--- src/logic/sobel_pkg.sv ---
package sobel_pkg;

    // ------------------------------------------------------------------------
    // Gradient selection
    // ------------------------------------------------------------------------
    typedef enum logic [1:0] {
        MODE_GX   = 2'd0,  // |Gx| only
        MODE_GY   = 2'd1,  // |Gy| only
        MODE_SUM  = 2'd2,  // |Gx| + |Gy|
        MODE_RSVD = 2'd3   // Treated as MODE_SUM
    } sobel_mode_e;

    // ------------------------------------------------------------------------
    // Frame sequencer states
    // ------------------------------------------------------------------------
    typedef enum logic [2:0] {
        ST_IDLE  = 3'd0,  // Waiting for start
        ST_READ  = 3'd1,  // One input word read
        ST_WAIT  = 3'd2,  // Unpacker emitting pixels
        ST_DRAIN = 3'd3,  // Pipeline flushing to output RAM
        ST_DONE  = 3'd4   // One-cycle done
    } seq_state_e;

    localparam int KERNEL_SIZE = 3;   // Window edge length
    localparam int CONV_WIDTH  = 12;  // Signed Gx/Gy width, holds +-1020

endpackage

--- src/logic/frame_sequencer.sv ---
module frame_sequencer #(
    parameter int DATA_WIDTH    = 32,
    parameter int PIXEL_WIDTH   = 8,
    parameter int ADDR_WIDTH    = 10,
    parameter int DIM_WIDTH     = 16,
    parameter int IMG_WIDTH_MAX = 64,
    localparam int PIX_PER_WORD = DATA_WIDTH / PIXEL_WIDTH,
    localparam int LANE_CNT_W   = $clog2(PIX_PER_WORD + 1)
) (
    input  logic                    clk,
    input  logic                    rst_n,
    input  logic                    start,
    input  sobel_pkg::sobel_mode_e  mode,
    input  logic [DIM_WIDTH-1:0]    image_width,
    input  logic [DIM_WIDTH-1:0]    image_height,
    input  logic                    unpack_idle,
    input  logic                    frame_done,
    output logic                    busy,
    output logic                    done,
    output logic                    bram_in_ena,
    output logic [ADDR_WIDTH-1:0]   bram_in_addr,
    output logic                    word_req,
    output logic [LANE_CNT_W-1:0]   lane_count,
    output logic [DIM_WIDTH-1:0]    cfg_width,
    output logic [DIM_WIDTH-1:0]    cfg_height,
    output sobel_pkg::sobel_mode_e  cfg_mode,
    output logic                    frame_start
);

    sobel_pkg::seq_state_e state, state_next;
    logic [2*DIM_WIDTH-1:0] pix_left;  // Pixels not yet requested

    // ------------------------------------------------------------------------
    // Control FSM
    // ------------------------------------------------------------------------
    always_comb begin
        state_next = state;
        unique case (state)
            sobel_pkg::ST_IDLE:  if (start) state_next = sobel_pkg::ST_READ;
            sobel_pkg::ST_READ:  state_next = sobel_pkg::ST_WAIT;  // Single word per read
            sobel_pkg::ST_WAIT: begin
                if (unpack_idle) begin
                    state_next = (pix_left == '0) ? sobel_pkg::ST_DRAIN : sobel_pkg::ST_READ;
                end
            end
            sobel_pkg::ST_DRAIN: if (frame_done) state_next = sobel_pkg::ST_DONE;
            sobel_pkg::ST_DONE:  state_next = sobel_pkg::ST_IDLE;
            default:             state_next = sobel_pkg::ST_IDLE;
        endcase
    end

    always_ff @(posedge clk or negedge rst_n) begin
        if (!rst_n) begin
            state       <= sobel_pkg::ST_IDLE;
            frame_start <= 1'b0;
        end else begin
            state       <= state_next;
            frame_start <= (state == sobel_pkg::ST_IDLE) && start;
        end
    end

    // ------------------------------------------------------------------------
    // Configuration latch and read addressing
    // ------------------------------------------------------------------------
    always_ff @(posedge clk or negedge rst_n) begin
        if (!rst_n) begin
            cfg_width    <= '0;
            cfg_height   <= '0;
            cfg_mode     <= sobel_pkg::MODE_GX;
            pix_left     <= '0;
            bram_in_addr <= '0;
        end else if (state == sobel_pkg::ST_IDLE && start) begin
            cfg_width    <= image_width;   // Held for the whole frame
            cfg_height   <= image_height;
            cfg_mode     <= mode;
            pix_left     <= image_width * image_height;
            bram_in_addr <= '0;
        end else if (bram_in_ena) begin
            pix_left     <= pix_left - lane_count;
            bram_in_addr <= bram_in_addr + 1'b1;
        end
    end

    // Last word may hold fewer than four pixels
    assign lane_count  = (pix_left >= PIX_PER_WORD) ? LANE_CNT_W'(PIX_PER_WORD)
                                                    : LANE_CNT_W'(pix_left);
    assign bram_in_ena = (state == sobel_pkg::ST_READ);
    assign word_req    = bram_in_ena;
    assign busy        = (state != sobel_pkg::ST_IDLE) && (state != sobel_pkg::ST_DONE);
    assign done        = (state == sobel_pkg::ST_DONE);

    // Latched width must fit the line buffers for the whole frame
    a_width_range: assert property (@(posedge clk) disable iff (!rst_n)
        busy |-> (cfg_width >= 3 && cfg_width <= IMG_WIDTH_MAX))
        else $error("Latched image width out of range");

    // No read past the end of the image
    a_read_in_frame: assert property (@(posedge clk) disable iff (!rst_n)
        bram_in_ena |-> (pix_left != '0))
        else $error("Input RAM read outside a pending word");

endmodule

--- src/logic/output_packer.sv ---
module output_packer #(
    parameter int DATA_WIDTH  = 32,
    parameter int PIXEL_WIDTH = 8,
    parameter int ADDR_WIDTH  = 10,
    localparam int PIX_PER_WORD = DATA_WIDTH / PIXEL_WIDTH,
    localparam int LANE_W       = $clog2(PIX_PER_WORD)
) (
    input  logic                   clk,
    input  logic                   rst_n,
    input  logic                   frame_start,
    input  logic                   res_valid,
    input  logic [PIXEL_WIDTH-1:0] res_pixel,
    input  logic                   res_last,
    output logic                   bram_out_wea,
    output logic [ADDR_WIDTH-1:0]  bram_out_addr,
    output logic [DATA_WIDTH-1:0]  bram_out_dina,
    output logic                   frame_done
);

    logic [LANE_W-1:0]     lane;      // Next free byte lane
    logic [DATA_WIDTH-1:0] acc;       // Lanes gathered so far, rest zero
    logic [DATA_WIDTH-1:0] acc_next;
    logic                  wr_last;   // Current write closes the frame
    logic                  word_full;

    always_comb begin
        acc_next = acc;
        acc_next[lane*PIXEL_WIDTH +: PIXEL_WIDTH] = res_pixel;
    end

    assign word_full = (lane == LANE_W'(PIX_PER_WORD - 1));

    always_ff @(posedge clk or negedge rst_n) begin
        if (!rst_n) begin
            lane          <= '0;
            bram_out_wea  <= 1'b0;
            bram_out_addr <= '0;
            wr_last       <= 1'b0;
            frame_done    <= 1'b0;
        end else begin
            bram_out_wea <= res_valid && (word_full || res_last);
            wr_last      <= res_valid && res_last;
            frame_done   <= bram_out_wea && wr_last;
            if (frame_start) begin
                lane          <= '0;
                bram_out_addr <= '0;
            end else begin
                if (bram_out_wea) bram_out_addr <= bram_out_addr + 1'b1;  // Step after write
                if (res_valid) lane <= (word_full || res_last) ? '0 : lane + 1'b1;
            end
        end
    end

    always_ff @(posedge clk) begin
        if (frame_start) begin
            acc <= '0;
        end else if (res_valid) begin
            if (word_full || res_last) begin
                bram_out_dina <= acc_next;  // Unfilled lanes stay zero
                acc           <= '0;
            end else begin
                acc <= acc_next;
            end
        end
    end

    // Each word lands at its own address
    a_addr_steps: assert property (@(posedge clk) disable iff (!rst_n)
        bram_out_wea |=> !(bram_out_wea && $stable(bram_out_addr)))
        else $error("Two output writes at one address");

endmodule

--- src/logic/pixel_unpacker.sv ---
module pixel_unpacker #(
    parameter int DATA_WIDTH  = 32,
    parameter int PIXEL_WIDTH = 8,
    localparam int PIX_PER_WORD = DATA_WIDTH / PIXEL_WIDTH,
    localparam int LANE_CNT_W   = $clog2(PIX_PER_WORD + 1)
) (
    input  logic                   clk,
    input  logic                   rst_n,
    input  logic                   word_req,
    input  logic [LANE_CNT_W-1:0]  lane_count,
    input  logic [DATA_WIDTH-1:0]  bram_in_dout,
    output logic                   pix_valid,
    output logic [PIXEL_WIDTH-1:0] pix_data,
    output logic                   unpack_idle
);

    logic                  req_d;      // RAM data valid this cycle
    logic [LANE_CNT_W-1:0] lanes_q;    // Lane count of the pending word
    logic [LANE_CNT_W-1:0] left;       // Pixels still to emit
    logic [DATA_WIDTH-1:0] shift_word; // Lane 0 always at the bottom

    always_ff @(posedge clk or negedge rst_n) begin
        if (!rst_n) begin
            req_d <= 1'b0;
            left  <= '0;
        end else begin
            req_d <= word_req;
            if (req_d) begin
                left <= lanes_q;
            end else if (left != '0) begin
                left <= left - 1'b1;
            end
        end
    end

    always_ff @(posedge clk) begin
        if (word_req) lanes_q <= lane_count;  // Sequencer moves on after the request
        if (req_d) begin
            shift_word <= bram_in_dout;
        end else if (left != '0) begin
            shift_word <= shift_word >> PIXEL_WIDTH;
        end
    end

    assign pix_valid   = (left != '0);
    assign pix_data    = shift_word[PIXEL_WIDTH-1:0];
    assign unpack_idle = !word_req && !req_d && (left == '0);

    // Sequencer must wait for the previous word to drain
    a_no_overlap: assert property (@(posedge clk) disable iff (!rst_n)
        word_req |-> (!req_d && left == '0))
        else $error("Word request while unpacker busy");

endmodule

--- src/logic/sobel_filter.sv ---
module sobel_filter #(
    parameter int DATA_WIDTH    = 32,  // RAM word width
    parameter int PIXEL_WIDTH   = 8,
    parameter int ADDR_WIDTH    = 10,
    parameter int DIM_WIDTH     = 16,  // Width/height input width
    parameter int IMG_WIDTH_MAX = 64   // Line buffer depth
) (
    input  logic                    clk,
    input  logic                    rst_n,
    // Control
    input  logic                    start,
    input  sobel_pkg::sobel_mode_e  mode,
    input  logic [DIM_WIDTH-1:0]    image_width,
    input  logic [DIM_WIDTH-1:0]    image_height,
    output logic                    busy,
    output logic                    done,
    // Input RAM, read only
    output logic                    bram_in_ena,
    output logic [ADDR_WIDTH-1:0]   bram_in_addr,
    input  logic [DATA_WIDTH-1:0]   bram_in_dout,
    // Output RAM, write only
    output logic                    bram_out_wea,
    output logic [ADDR_WIDTH-1:0]   bram_out_addr,
    output logic [DATA_WIDTH-1:0]   bram_out_dina
);

    localparam int LANE_CNT_W = $clog2(DATA_WIDTH / PIXEL_WIDTH + 1);
    localparam int WIN_W      = sobel_pkg::KERNEL_SIZE * sobel_pkg::KERNEL_SIZE * PIXEL_WIDTH;

    logic                   word_req;     // Read pulse toward unpacker
    logic [LANE_CNT_W-1:0]  lane_count;   // Valid pixels in requested word
    logic                   unpack_idle;
    logic                   pix_valid;
    logic [PIXEL_WIDTH-1:0] pix_data;
    logic [DIM_WIDTH-1:0]   cfg_width;
    logic [DIM_WIDTH-1:0]   cfg_height;
    sobel_pkg::sobel_mode_e cfg_mode;
    logic                   frame_start;
    logic                   win_valid;
    logic [WIN_W-1:0]       win_pixels;   // 3x3 window, row major
    logic                   win_last;
    logic                   res_valid;
    logic [PIXEL_WIDTH-1:0] res_pixel;
    logic                   res_last;
    logic                   frame_done;

    frame_sequencer #(
        .DATA_WIDTH    (DATA_WIDTH),
        .PIXEL_WIDTH   (PIXEL_WIDTH),
        .ADDR_WIDTH    (ADDR_WIDTH),
        .DIM_WIDTH     (DIM_WIDTH),
        .IMG_WIDTH_MAX (IMG_WIDTH_MAX)
    ) u_seq (
        .clk, .rst_n, .start, .mode, .image_width, .image_height,
        .unpack_idle, .frame_done, .busy, .done, .bram_in_ena, .bram_in_addr,
        .word_req, .lane_count, .cfg_width, .cfg_height, .cfg_mode, .frame_start
    );

    pixel_unpacker #(.DATA_WIDTH(DATA_WIDTH), .PIXEL_WIDTH(PIXEL_WIDTH)) u_unpack (
        .clk, .rst_n, .word_req, .lane_count, .bram_in_dout,
        .pix_valid, .pix_data, .unpack_idle
    );

    window_builder #(
        .PIXEL_WIDTH   (PIXEL_WIDTH),
        .DIM_WIDTH     (DIM_WIDTH),
        .IMG_WIDTH_MAX (IMG_WIDTH_MAX)
    ) u_win (
        .clk, .rst_n, .frame_start, .cfg_width, .cfg_height,
        .pix_valid, .pix_data, .win_valid, .win_pixels, .win_last
    );

    sobel_kernel #(.PIXEL_WIDTH(PIXEL_WIDTH)) u_kernel (
        .clk, .rst_n, .cfg_mode, .win_valid, .win_pixels, .win_last,
        .res_valid, .res_pixel, .res_last
    );

    output_packer #(
        .DATA_WIDTH  (DATA_WIDTH),
        .PIXEL_WIDTH (PIXEL_WIDTH),
        .ADDR_WIDTH  (ADDR_WIDTH)
    ) u_pack (
        .clk, .rst_n, .frame_start, .res_valid, .res_pixel, .res_last,
        .bram_out_wea, .bram_out_addr, .bram_out_dina, .frame_done
    );

endmodule

--- src/logic/sobel_kernel.sv ---
module sobel_kernel #(
    parameter int PIXEL_WIDTH = 8,
    localparam int K     = sobel_pkg::KERNEL_SIZE,
    localparam int CW    = sobel_pkg::CONV_WIDTH,
    localparam int WIN_W = K * K * PIXEL_WIDTH
) (
    input  logic                   clk,
    input  logic                   rst_n,
    input  sobel_pkg::sobel_mode_e cfg_mode,
    input  logic                   win_valid,
    input  logic [WIN_W-1:0]       win_pixels,
    input  logic                   win_last,
    output logic                   res_valid,
    output logic [PIXEL_WIDTH-1:0] res_pixel,
    output logic                   res_last
);

    localparam logic [CW-1:0] PIX_MAX = CW'(2**PIXEL_WIDTH - 1);  // Saturation level

    logic signed [CW-1:0]   px [K*K];  // Zero extended, row major
    logic signed [CW-1:0]   gx;
    logic signed [CW-1:0]   gy;
    logic [CW-1:0]          abs_gx;
    logic [CW-1:0]          abs_gy;
    logic [CW-1:0]          mag;       // Max 2040, no overflow
    logic [PIXEL_WIDTH-1:0] sat_pixel;

    for (genvar i = 0; i < K*K; i++) begin : g_px
        assign px[i] = $signed({{(CW-PIXEL_WIDTH){1'b0}}, win_pixels[i*PIXEL_WIDTH +: PIXEL_WIDTH]});
    end

    always_comb begin
        gx = (px[2] + (px[5] <<< 1) + px[8]) - (px[0] + (px[3] <<< 1) + px[6]);  // Right - left
        gy = (px[0] + (px[1] <<< 1) + px[2]) - (px[6] + (px[7] <<< 1) + px[8]);  // Top - bottom
        abs_gx = gx[CW-1] ? CW'(-gx) : CW'(gx);
        abs_gy = gy[CW-1] ? CW'(-gy) : CW'(gy);
        unique case (cfg_mode)
            sobel_pkg::MODE_GX:   mag = abs_gx;
            sobel_pkg::MODE_GY:   mag = abs_gy;
            sobel_pkg::MODE_SUM:  mag = abs_gx + abs_gy;
            sobel_pkg::MODE_RSVD: mag = abs_gx + abs_gy;  // Same as sum
        endcase
        sat_pixel = (mag > PIX_MAX) ? '1 : mag[PIXEL_WIDTH-1:0];
    end

    always_ff @(posedge clk or negedge rst_n) begin
        if (!rst_n) begin
            res_valid <= 1'b0;
            res_last  <= 1'b0;
        end else begin
            res_valid <= win_valid;
            res_last  <= win_valid && win_last;
        end
    end

    always_ff @(posedge clk) begin
        if (win_valid) res_pixel <= sat_pixel;
    end

endmodule

--- src/logic/window_builder.sv ---
module window_builder #(
    parameter int PIXEL_WIDTH   = 8,
    parameter int DIM_WIDTH     = 16,
    parameter int IMG_WIDTH_MAX = 64,
    localparam int K     = sobel_pkg::KERNEL_SIZE,
    localparam int WIN_W = K * K * PIXEL_WIDTH
) (
    input  logic                   clk,
    input  logic                   rst_n,
    input  logic                   frame_start,
    input  logic [DIM_WIDTH-1:0]   cfg_width,
    input  logic [DIM_WIDTH-1:0]   cfg_height,
    input  logic                   pix_valid,
    input  logic [PIXEL_WIDTH-1:0] pix_data,
    output logic                   win_valid,
    output logic [WIN_W-1:0]       win_pixels,
    output logic                   win_last
);

    localparam int LB_AW = $clog2(IMG_WIDTH_MAX);
    localparam logic [DIM_WIDTH-1:0] EDGE = DIM_WIDTH'(K - 1);  // First interior index + 1

    logic [DIM_WIDTH-1:0]   col_cnt;
    logic [DIM_WIDTH-1:0]   row_cnt;
    logic [LB_AW-1:0]       lb_idx;
    logic [PIXEL_WIDTH-1:0] line_top [IMG_WIDTH_MAX];  // Row r-2
    logic [PIXEL_WIDTH-1:0] line_mid [IMG_WIDTH_MAX];  // Row r-1
    logic [PIXEL_WIDTH-1:0] win [K][K];                // [row][col], col 2 newest

    assign lb_idx = col_cnt[LB_AW-1:0];

    // ------------------------------------------------------------------------
    // Raster position
    // ------------------------------------------------------------------------
    always_ff @(posedge clk or negedge rst_n) begin
        if (!rst_n) begin
            col_cnt   <= '0;
            row_cnt   <= '0;
            win_valid <= 1'b0;
            win_last  <= 1'b0;
        end else begin
            win_valid <= pix_valid && row_cnt >= EDGE && col_cnt >= EDGE;
            win_last  <= pix_valid && row_cnt == cfg_height - 1'b1
                                   && col_cnt == cfg_width - 1'b1;
            if (frame_start) begin
                col_cnt <= '0;
                row_cnt <= '0;
            end else if (pix_valid) begin
                if (col_cnt == cfg_width - 1'b1) begin
                    col_cnt <= '0;
                    row_cnt <= row_cnt + 1'b1;
                end else begin
                    col_cnt <= col_cnt + 1'b1;
                end
            end
        end
    end

    // ------------------------------------------------------------------------
    // Line buffers and window shift
    // ------------------------------------------------------------------------
    always_ff @(posedge clk) begin
        if (pix_valid) begin
            line_top[lb_idx] <= line_mid[lb_idx];  // Age column by one row
            line_mid[lb_idx] <= pix_data;
            for (int r = 0; r < K; r++) begin
                for (int c = 0; c < K - 1; c++) begin
                    win[r][c] <= win[r][c+1];
                end
            end
            win[0][K-1] <= line_top[lb_idx];
            win[1][K-1] <= line_mid[lb_idx];
            win[2][K-1] <= pix_data;
        end
    end

    for (genvar r = 0; r < K; r++) begin : g_row
        for (genvar c = 0; c < K; c++) begin : g_col
            assign win_pixels[(r*K + c)*PIXEL_WIDTH +: PIXEL_WIDTH] = win[r][c];
        end
    end

endmodule

--- config.mk ---
export PLATFORM = sky130hd
export DESIGN_NAME = sobel_filter
export DESIGN_NICKNAME = d
export VERILOG_FILES = /design/src/logic/sobel_pkg.sv /design/src/logic/frame_sequencer.sv /design/src/logic/output_packer.sv /design/src/logic/pixel_unpacker.sv /design/src/logic/sobel_filter.sv /design/src/logic/sobel_kernel.sv /design/src/logic/window_builder.sv
export SDC_FILE = /design/constraint.sdc
export NUM_CORES = 2
export LEC_CHECK = 0
export BUFFER_PORTS_ARGS = -buffer_cell sky130_fd_sc_hd__buf_2
export CAP_MARGIN = 20
export CELL_PAD_IN_SITES_DETAIL_PLACEMENT = 0
export CELL_PAD_IN_SITES_GLOBAL_PLACEMENT = 1
export CORE_ASPECT_RATIO = 0.9
export CORE_UTILIZATION = 57
export DETAILED_ROUTE_END_ITERATION = 16
export PLACE_DENSITY_LB_ADDON = 0.25
export SKIP_CTS_REPAIR_TIMING = 1
export SYNTH_ARGS = -nofsm -noshare
export SYNTH_HDL_FRONTEND = slang
export SYNTH_SLANG_ARGS = --single-unit
--- constraint.sdc ---
create_clock -name clk -period 13 [get_ports clk]
set_clock_uncertainty 0.05 [all_clocks]
set_input_delay 3.25 -clock clk [delete_from_list [all_inputs] [get_ports clk]]
set_output_delay 3.25 -clock clk [all_outputs]
set_load 0.005 [all_outputs]
# Word level (Yosys, flattened, before mapping)
# Memory sizes are Yosys's and may differ from the RTL's.
# Index checks and enable logic that the tools add are counted.
# Widths: inputs -> output; s select.
word_totals:
  register_bits: 242
  inputBits: 69
  wordCells: 136
  mem_count: 3
  ramBits: 1096
  out_inout_bits: 56
classes:
  n_reduce_logical: 31
  multipliers: 1
  n_lt_le_gt_ge: 4
  n_eq_ne: 14
  bitwise: 1
  n_mux: 32
  shift: 2
  addsub: 23
mem_list:
  columns: ["name", "words", "width", "read_ports", "rd_ports_with_merged_regs", "wr", "line", "rtl"]
  rows:
  - ["u_win.line_mid", 64, 8, 1, 0, 1, "window_builder.sv:27", "logic [PIXEL_WIDTH-1:0] line_mid [IMG_WIDTH_MAX];"]
  - ["u_win.line_top", 64, 8, 1, 0, 1, "window_builder.sv:26", "logic [PIXEL_WIDTH-1:0] line_top [IMG_WIDTH_MAX];"]
  - ["u_win.win", 3, 24, 3, 0, 3, "window_builder.sv:28", "logic [PIXEL_WIDTH-1:0] win [K][K];"]
op_table:
  columns: ["operator", "count"]
  rows:
  - ["$mux 32", 5]
  - ["$mux 16", 6]
  - ["$add 12x9->12", 4]
  - ["$add 8x9->10", 4]
  - ["$mux 10", 4]
  - ["$pmux 12 s3", 1]
  - ["$neg 5->34", 1]
  - ["$shift 8x34->32 const A", 1]
  - ["$shiftx 8x34->32", 1]
  - ["$add 16x1->16 const B", 2]
  - ["$bwmux 32", 1]
  - ["$eq 16x16->1", 2]
  - ["$ge 16x2->1 const B", 2]
  - ["$ge 32x3->1 const B", 1]
  - ["$logic_not 32->1", 1]
  - ["$mul 16x16->32", 1]
  - ["$sub 16x1->16 const B", 2]
  - ["$sub 32x3->32", 1]
  - ["$mux 12", 2]
  - ["$neg 12->12", 2]
  - ["$sub 12x12->12", 2]
  - ["$add 10x1->10 const B", 2]
  - ["$mux 3", 6]
  - ["$add 12x12->12", 1]
  - ["25 further kinds", 53]

# Depth between registers and ports, before layout
# An unclocked memory read counts as a cell.
depth:
  depth_word: 9
  ltp_mapped: 30

# By module
# From an unflattened synthesis, not the netlist that was laid out.
hier_totals:
  hier_cells: 4685
  hier_area_um2: 63835.0
modules_own_cells:
  columns: ["mod", "instances", "cells_per_inst", "area_each_um2"]
  rows:
  - ["window_builder", 1, 2387, 41959.0]
  - ["frame_sequencer", 1, 1394, 12221.7]
  - ["sobel_kernel", 1, 550, 4633.2]
  - ["output_packer", 1, 252, 3293.2]
  - ["pixel_unpacker", 1, 102, 1727.9]

# Worst setup path after synthesis
# OpenSTA, ideal clock, no wires.
synth_timing:
  kind: "in2reg"
  start: "input image_height[9]"
  end: "register u_seq.pix_left[28]"
  required_time_ns: 12.810
  arrival_ns: 9.231
  slack_ns: 3.579
  path_stages: 24
  n_path_buf: 2
  cell_sequence: "clkbuf_1 > clkbuf_1 > nand2_1 > fa_1 > inv_1 > fa_1 > inv_1 > fa_1 > inv_1 > fa_1 > inv_1 > fa_1 > inv_1 > fa_1 > ha_1 > a21o_1 > a21o_1 > a21oi_1 > inv_1 > a311oi_1 > a21oi_1 > a311o_1 > a2111oi_0 > a211oi_1"
synth_via:
  elab_chain_cells: 2
synth_lines:
  columns: ["element", "line", "rtl"]
  rows:
  - ["start: declaration", "sobel_filter.sv:14", "input logic [DIM_WIDTH-1:0] image_height,"]
  - ["$mul 16x16->32", "frame_sequencer.sv:76", "pix_left <= image_width * image_height;"]
  - ["$mux 32", "frame_sequencer.sv:72", "end else if (state == sobel_pkg::ST_IDLE && start) begin"]
  - ["end signal: assignment", "frame_sequencer.sv:76", null]
  - ["end signal: assignment", "frame_sequencer.sv:79", "pix_left <= pix_left - lane_count;"]
  - ["end: declaration", "frame_sequencer.sv:31", "logic [2*DIM_WIDTH-1:0] pix_left;"]
# Every way passes these cells.
# A chain may end at the register's enable or synchronous reset.

# Worst setup path after layout
layout_timing:
  start: "input image_width[0]"
  end: "register u_seq.pix_left[28]"
layout_via:
  elab_chain_cells: 2
layout_lines:
  columns: ["element", "line", "rtl"]
  rows:
  - ["start: declaration", "sobel_filter.sv:13", "input logic [DIM_WIDTH-1:0] image_width,"]
  - ["$mul 16x16->32", "frame_sequencer.sv:76", null]
  - ["$mux 32", "frame_sequencer.sv:72", null]
# Every way passes these cells.

==> impl_metrics.csv <==
group,metric,value,unit
sta,rsz0062_at_grt,"false",
worst_setup_path,crit_path_max_incr_delay,0.55,ns
run_status,status,"completed",
place,gp_congestion,0.851,
clocking,h-tree-depth,4,
global_routing,overflow,0,
synthesis,avgSynthCellArea,13.5,um2
worst_setup_path,slowest_stage,"fa_1",
worst_setup_path,cp.arrival,9.60,ns
finish,drive_above_1_share,0.101,
worst_setup_path,cpMostUsedCell,"fa_1",
floorplanning,initial_core_util,0.577,
floorplanning,ioPinCount,125,
routing,vias_per_cell,6.22,
sta,fin_setup_tns,0,ns
routing,drtIter0Drc,4398,
power_and_ir_drop,power_density,156,mW/mm2
synthesis,yosys.area_share.simple,0.0824,
synthesis,synth_compound_area_frac,0.119,
place,place_inst,6161,
clocking,cts_tree,"built",
sta,fin_hold_ws,0.368,ns
finish,fillers,8149,
routing,firstDrtPassIters,6,
clocking,clk_latency,0.76,ns
sta,setup_ws,3.93,ns
sta,relSlewSlack,0.294,
synthesis,synth-seq-cells,1338,
sta,worst_pin_slew,1.04,ns
floorplanning,core,0.110,mm2
place,portBuffers,124,
global_routing,grt_max_degree,94,
clocking,cts.sinks,1338,
place,hpwl,98800,um
global_routing,grt_pass1_vias,38700,
job,cap_violations,0,
routing,vias,39800,
synthesis,synthXorXnorAreaFrac,0.0253,
finish,nets,5326,
worst_setup_path,path_class,"input pin to flip-flop",
place,pre_cts_ws,3.18,ns
power_and_ir_drop,leakagePower,25.5,nW
sta,timing.fmax,110,MHz
worst_setup_path,cp_max_fo,17,
floorplanning,chipWidth,353,um
floorplanning,placementRows,115,
synthesis,yosys_warnings,0,
routing,drc,0,
clocking,clock_path_buffers,3,
synthesis,synth_top_family_by_area,"compound AO/OA/AOI/OAI gates",
finish,syn_to_final_growth,10.6,%
clocking,root_buffer,"clkbuf_16",
synthesis,synth-seq-area-share,0.619,
routing,wirelength,159000,um
worst_setup_path,startpoint_type,"input pin",
power_and_ir_drop,ir_drop,252,uV
synthesis,syn_area,0.0633,mm2
synthesis,synthArstFlopShare,0.101,
sta,period_needed,9.07,ns
synthesis,synthMuxAreaShare,0.00731,
finish,final_cell_count_no_fill,6400,
global_routing,grtUsageTotal,0.284,
global_routing,antenna_found_initial,4,
worst_setup_path,required,13.53,ns
floorplanning,fp.dieH,318,um
hold_path,hp-class,"flip-flop to flip-flop",
worst_setup_path,end_kind,"flip-flop",
sta,setup_viol,0,
synthesis,synth_nets,5184,
worst_setup_path,crit_chain,"buf_2, nand2_1, fa_1, fa_1, inv_1, fa_1, inv_1, fa_1, fa_1, inv_1, fa_1, ha_1, a21o_1, a21o_1, a21oi_1, inv_1, a311oi_1, a21oi_1, a311o_1, a2111oi_0, a211oi_1",
floorplanning,die_area,0.112,mm2
global_routing,grt_pass1_wl,240000,um
synthesis,ys_types,88,
synthesis,synthAdderAreaFrac,0.111,
synthesis,synth_ff_type,"edfxtp_1",
routing,drtAntennaViolNets,0,
clocking,path_clk_slew,0.06,ns
synthesis,synthCells,4692,
sta,hold_viol,0,
synthesis,synth_edf_count,1171,
sta,period_share,0.698,
routing,wl_per_cell,24.9,um
sta,slew_viol_final,0,
clocking,numCtsBuffers,130,
-- sequential cells by signal (all words and copies together), names as in the netlist, 2 cells and up --
register / cells
u_seq.cfg_height: 16
u_seq.pix_left: 32
u_win.line_mid: 512
u_seq.bram_in_addr: 10
u_win.line_top: 512
u_pack.acc: 32
u_win.row_cnt: 16
u_kernel.res_pixel: 8
u_unpack.lanes_q: 3
u_pack.bram_out_addr: 10
u_pack.bram_out_dina: 32
u_seq.state: 3
u_seq.cfg_mode: 2
u_seq.cfg_width: 16
u_unpack.left: 3
u_pack.lane: 2
u_win.col_cnt: 16
u_unpack.shift_word: 32
u_win.win: 72
-- cell type report --
type | instances | area (um2) | share of cell area
diodes | 1 | 2.50 | 0.0000357
multi-input cells | 2753 | 21900 | 0.313
repair buffers | 254 | 1690 | 0.0241
clock inverters | 62 | 604 | 0.00863
well taps | 1462 | 1830 | 0.0261
inverters | 357 | 1340 | 0.0192
clock buffers | 173 | 3460 | 0.0494
flip-flops and latches | 1338 | 39200 | 0.560
-- cells by family after synthesis --
kind of cell             count (synthesis)
multiplexers                            43
buffers and inverters                  601
XOR/XNOR                               183
adder cells (fa/ha/maj)                423
AND/OR/NAND/NOR                       1063
other                                    1
flip-flops                            1338
AO/OA/AOI/OAI                         1040
-- cell usage after synthesis (112+ instances only) --
library cell	instances	area, um2
edfxtp_1	1171	35200
a22o_1	125	1090
dfrtp_1	135	3380
nand2_1	398	1490
xnor2_1	112	981
nor2_1	189	709
a22oi_1	344	2580
fa_1	231	4620
a21oi_1	114	571
clkbuf_1	204	766
ha_1	192	2400
inv_1	355	1330
-- layout by cell type, fill, tap and decap left out, types with 125 or more instances in the layout --
cell type,count
fa_1,231
inv_1,354
clkbuf_16,131
a22o_1,125
a22oi_1,344
ha_1,192
nand2_1,394
nor2_1,188
dfrtp_1,135
edfxtp_1,1171
-- stage by stage --
step | utilization | total power [W] | cell area [um2]
final | 0.639 | 0.0109 | 70000
after global routing | 0.639 | 0.0115 | 70000
after CTS | 0.638 | 0.0110 | 70000
after detailed placement | 0.601 | 0.00737 | 65900
after global placement | 0.601 | 0.00736 | 65900
after floorplan | - | 0.00680 | 63300
-- routing by layer --
metal	GRT usage	share of wire	wire, um
met2	0.463	0.48	77200
met4	0.0973	0.033	5190
met5	0	0	0
met3	0.0381	0.084	13400
met1	0.394	0.40	63700
-- path summary, 6_finish.rpt --
| check | from | end | slack [ns] | depth (start not counted) |
|---|---|---|---|---|
| worst min-delay path | u_win.win[0][34]$_DFFE_PN_ | u_win.win[0][42]$_DFFE_PN_ | 0.37 | 0 |
| min in group asynchronous | rst_n | u_pack.bram_out_addr[3]$_DFFE_PN0P_ | 2.41 | 1 |
| max in group asynchronous | rst_n | u_seq.cfg_width[7]$_DFFE_PN0P_ | 9.45 | 3 |
| worst min register to register | u_win.win[0][34]$_DFFE_PN_ | u_win.win[0][42]$_DFFE_PN_ | 0.37 | 0 |
| worst max-delay path | image_width[0] | u_seq.pix_left[28]$_DFFE_PN0P_ | 3.93 | 21 |
| worst max register to register | u_win.win[0][1]$_DFFE_PN_ | u_kernel.res_pixel[0]$_SDFFCE_PN1P_ | 5.28 | 26 |
-- power by group --
| part | total (W) | internal [W] | leakage [nW] | switching, W |
|---|---|---|---|---|
| sequential | 0.00464 | 0.00463 | 12.3 | 0.0000164 |
| clock | 0.00363 | 0.00200 | 1.96 | 0.00163 |
| combinational | 0.00264 | 0.00112 | 11.3 | 0.00151 |
| total | 0.0109 | 0.00775 | 25.5 | 0.00316 |
-- critical path, delay by kind of cell --
| kind | cells | cell delay (ns) |
|---|---|---|
| adders and majority gates | 7 | 3.53 |
| and+or+nand+nor | 1 | 0.15 |
| buffers and inverters | 5 | 0.58 |
| AOI/OAI and AO/OA | 8 | 2.06 |
No activity file was read; power rests on OpenSTA's default activity.
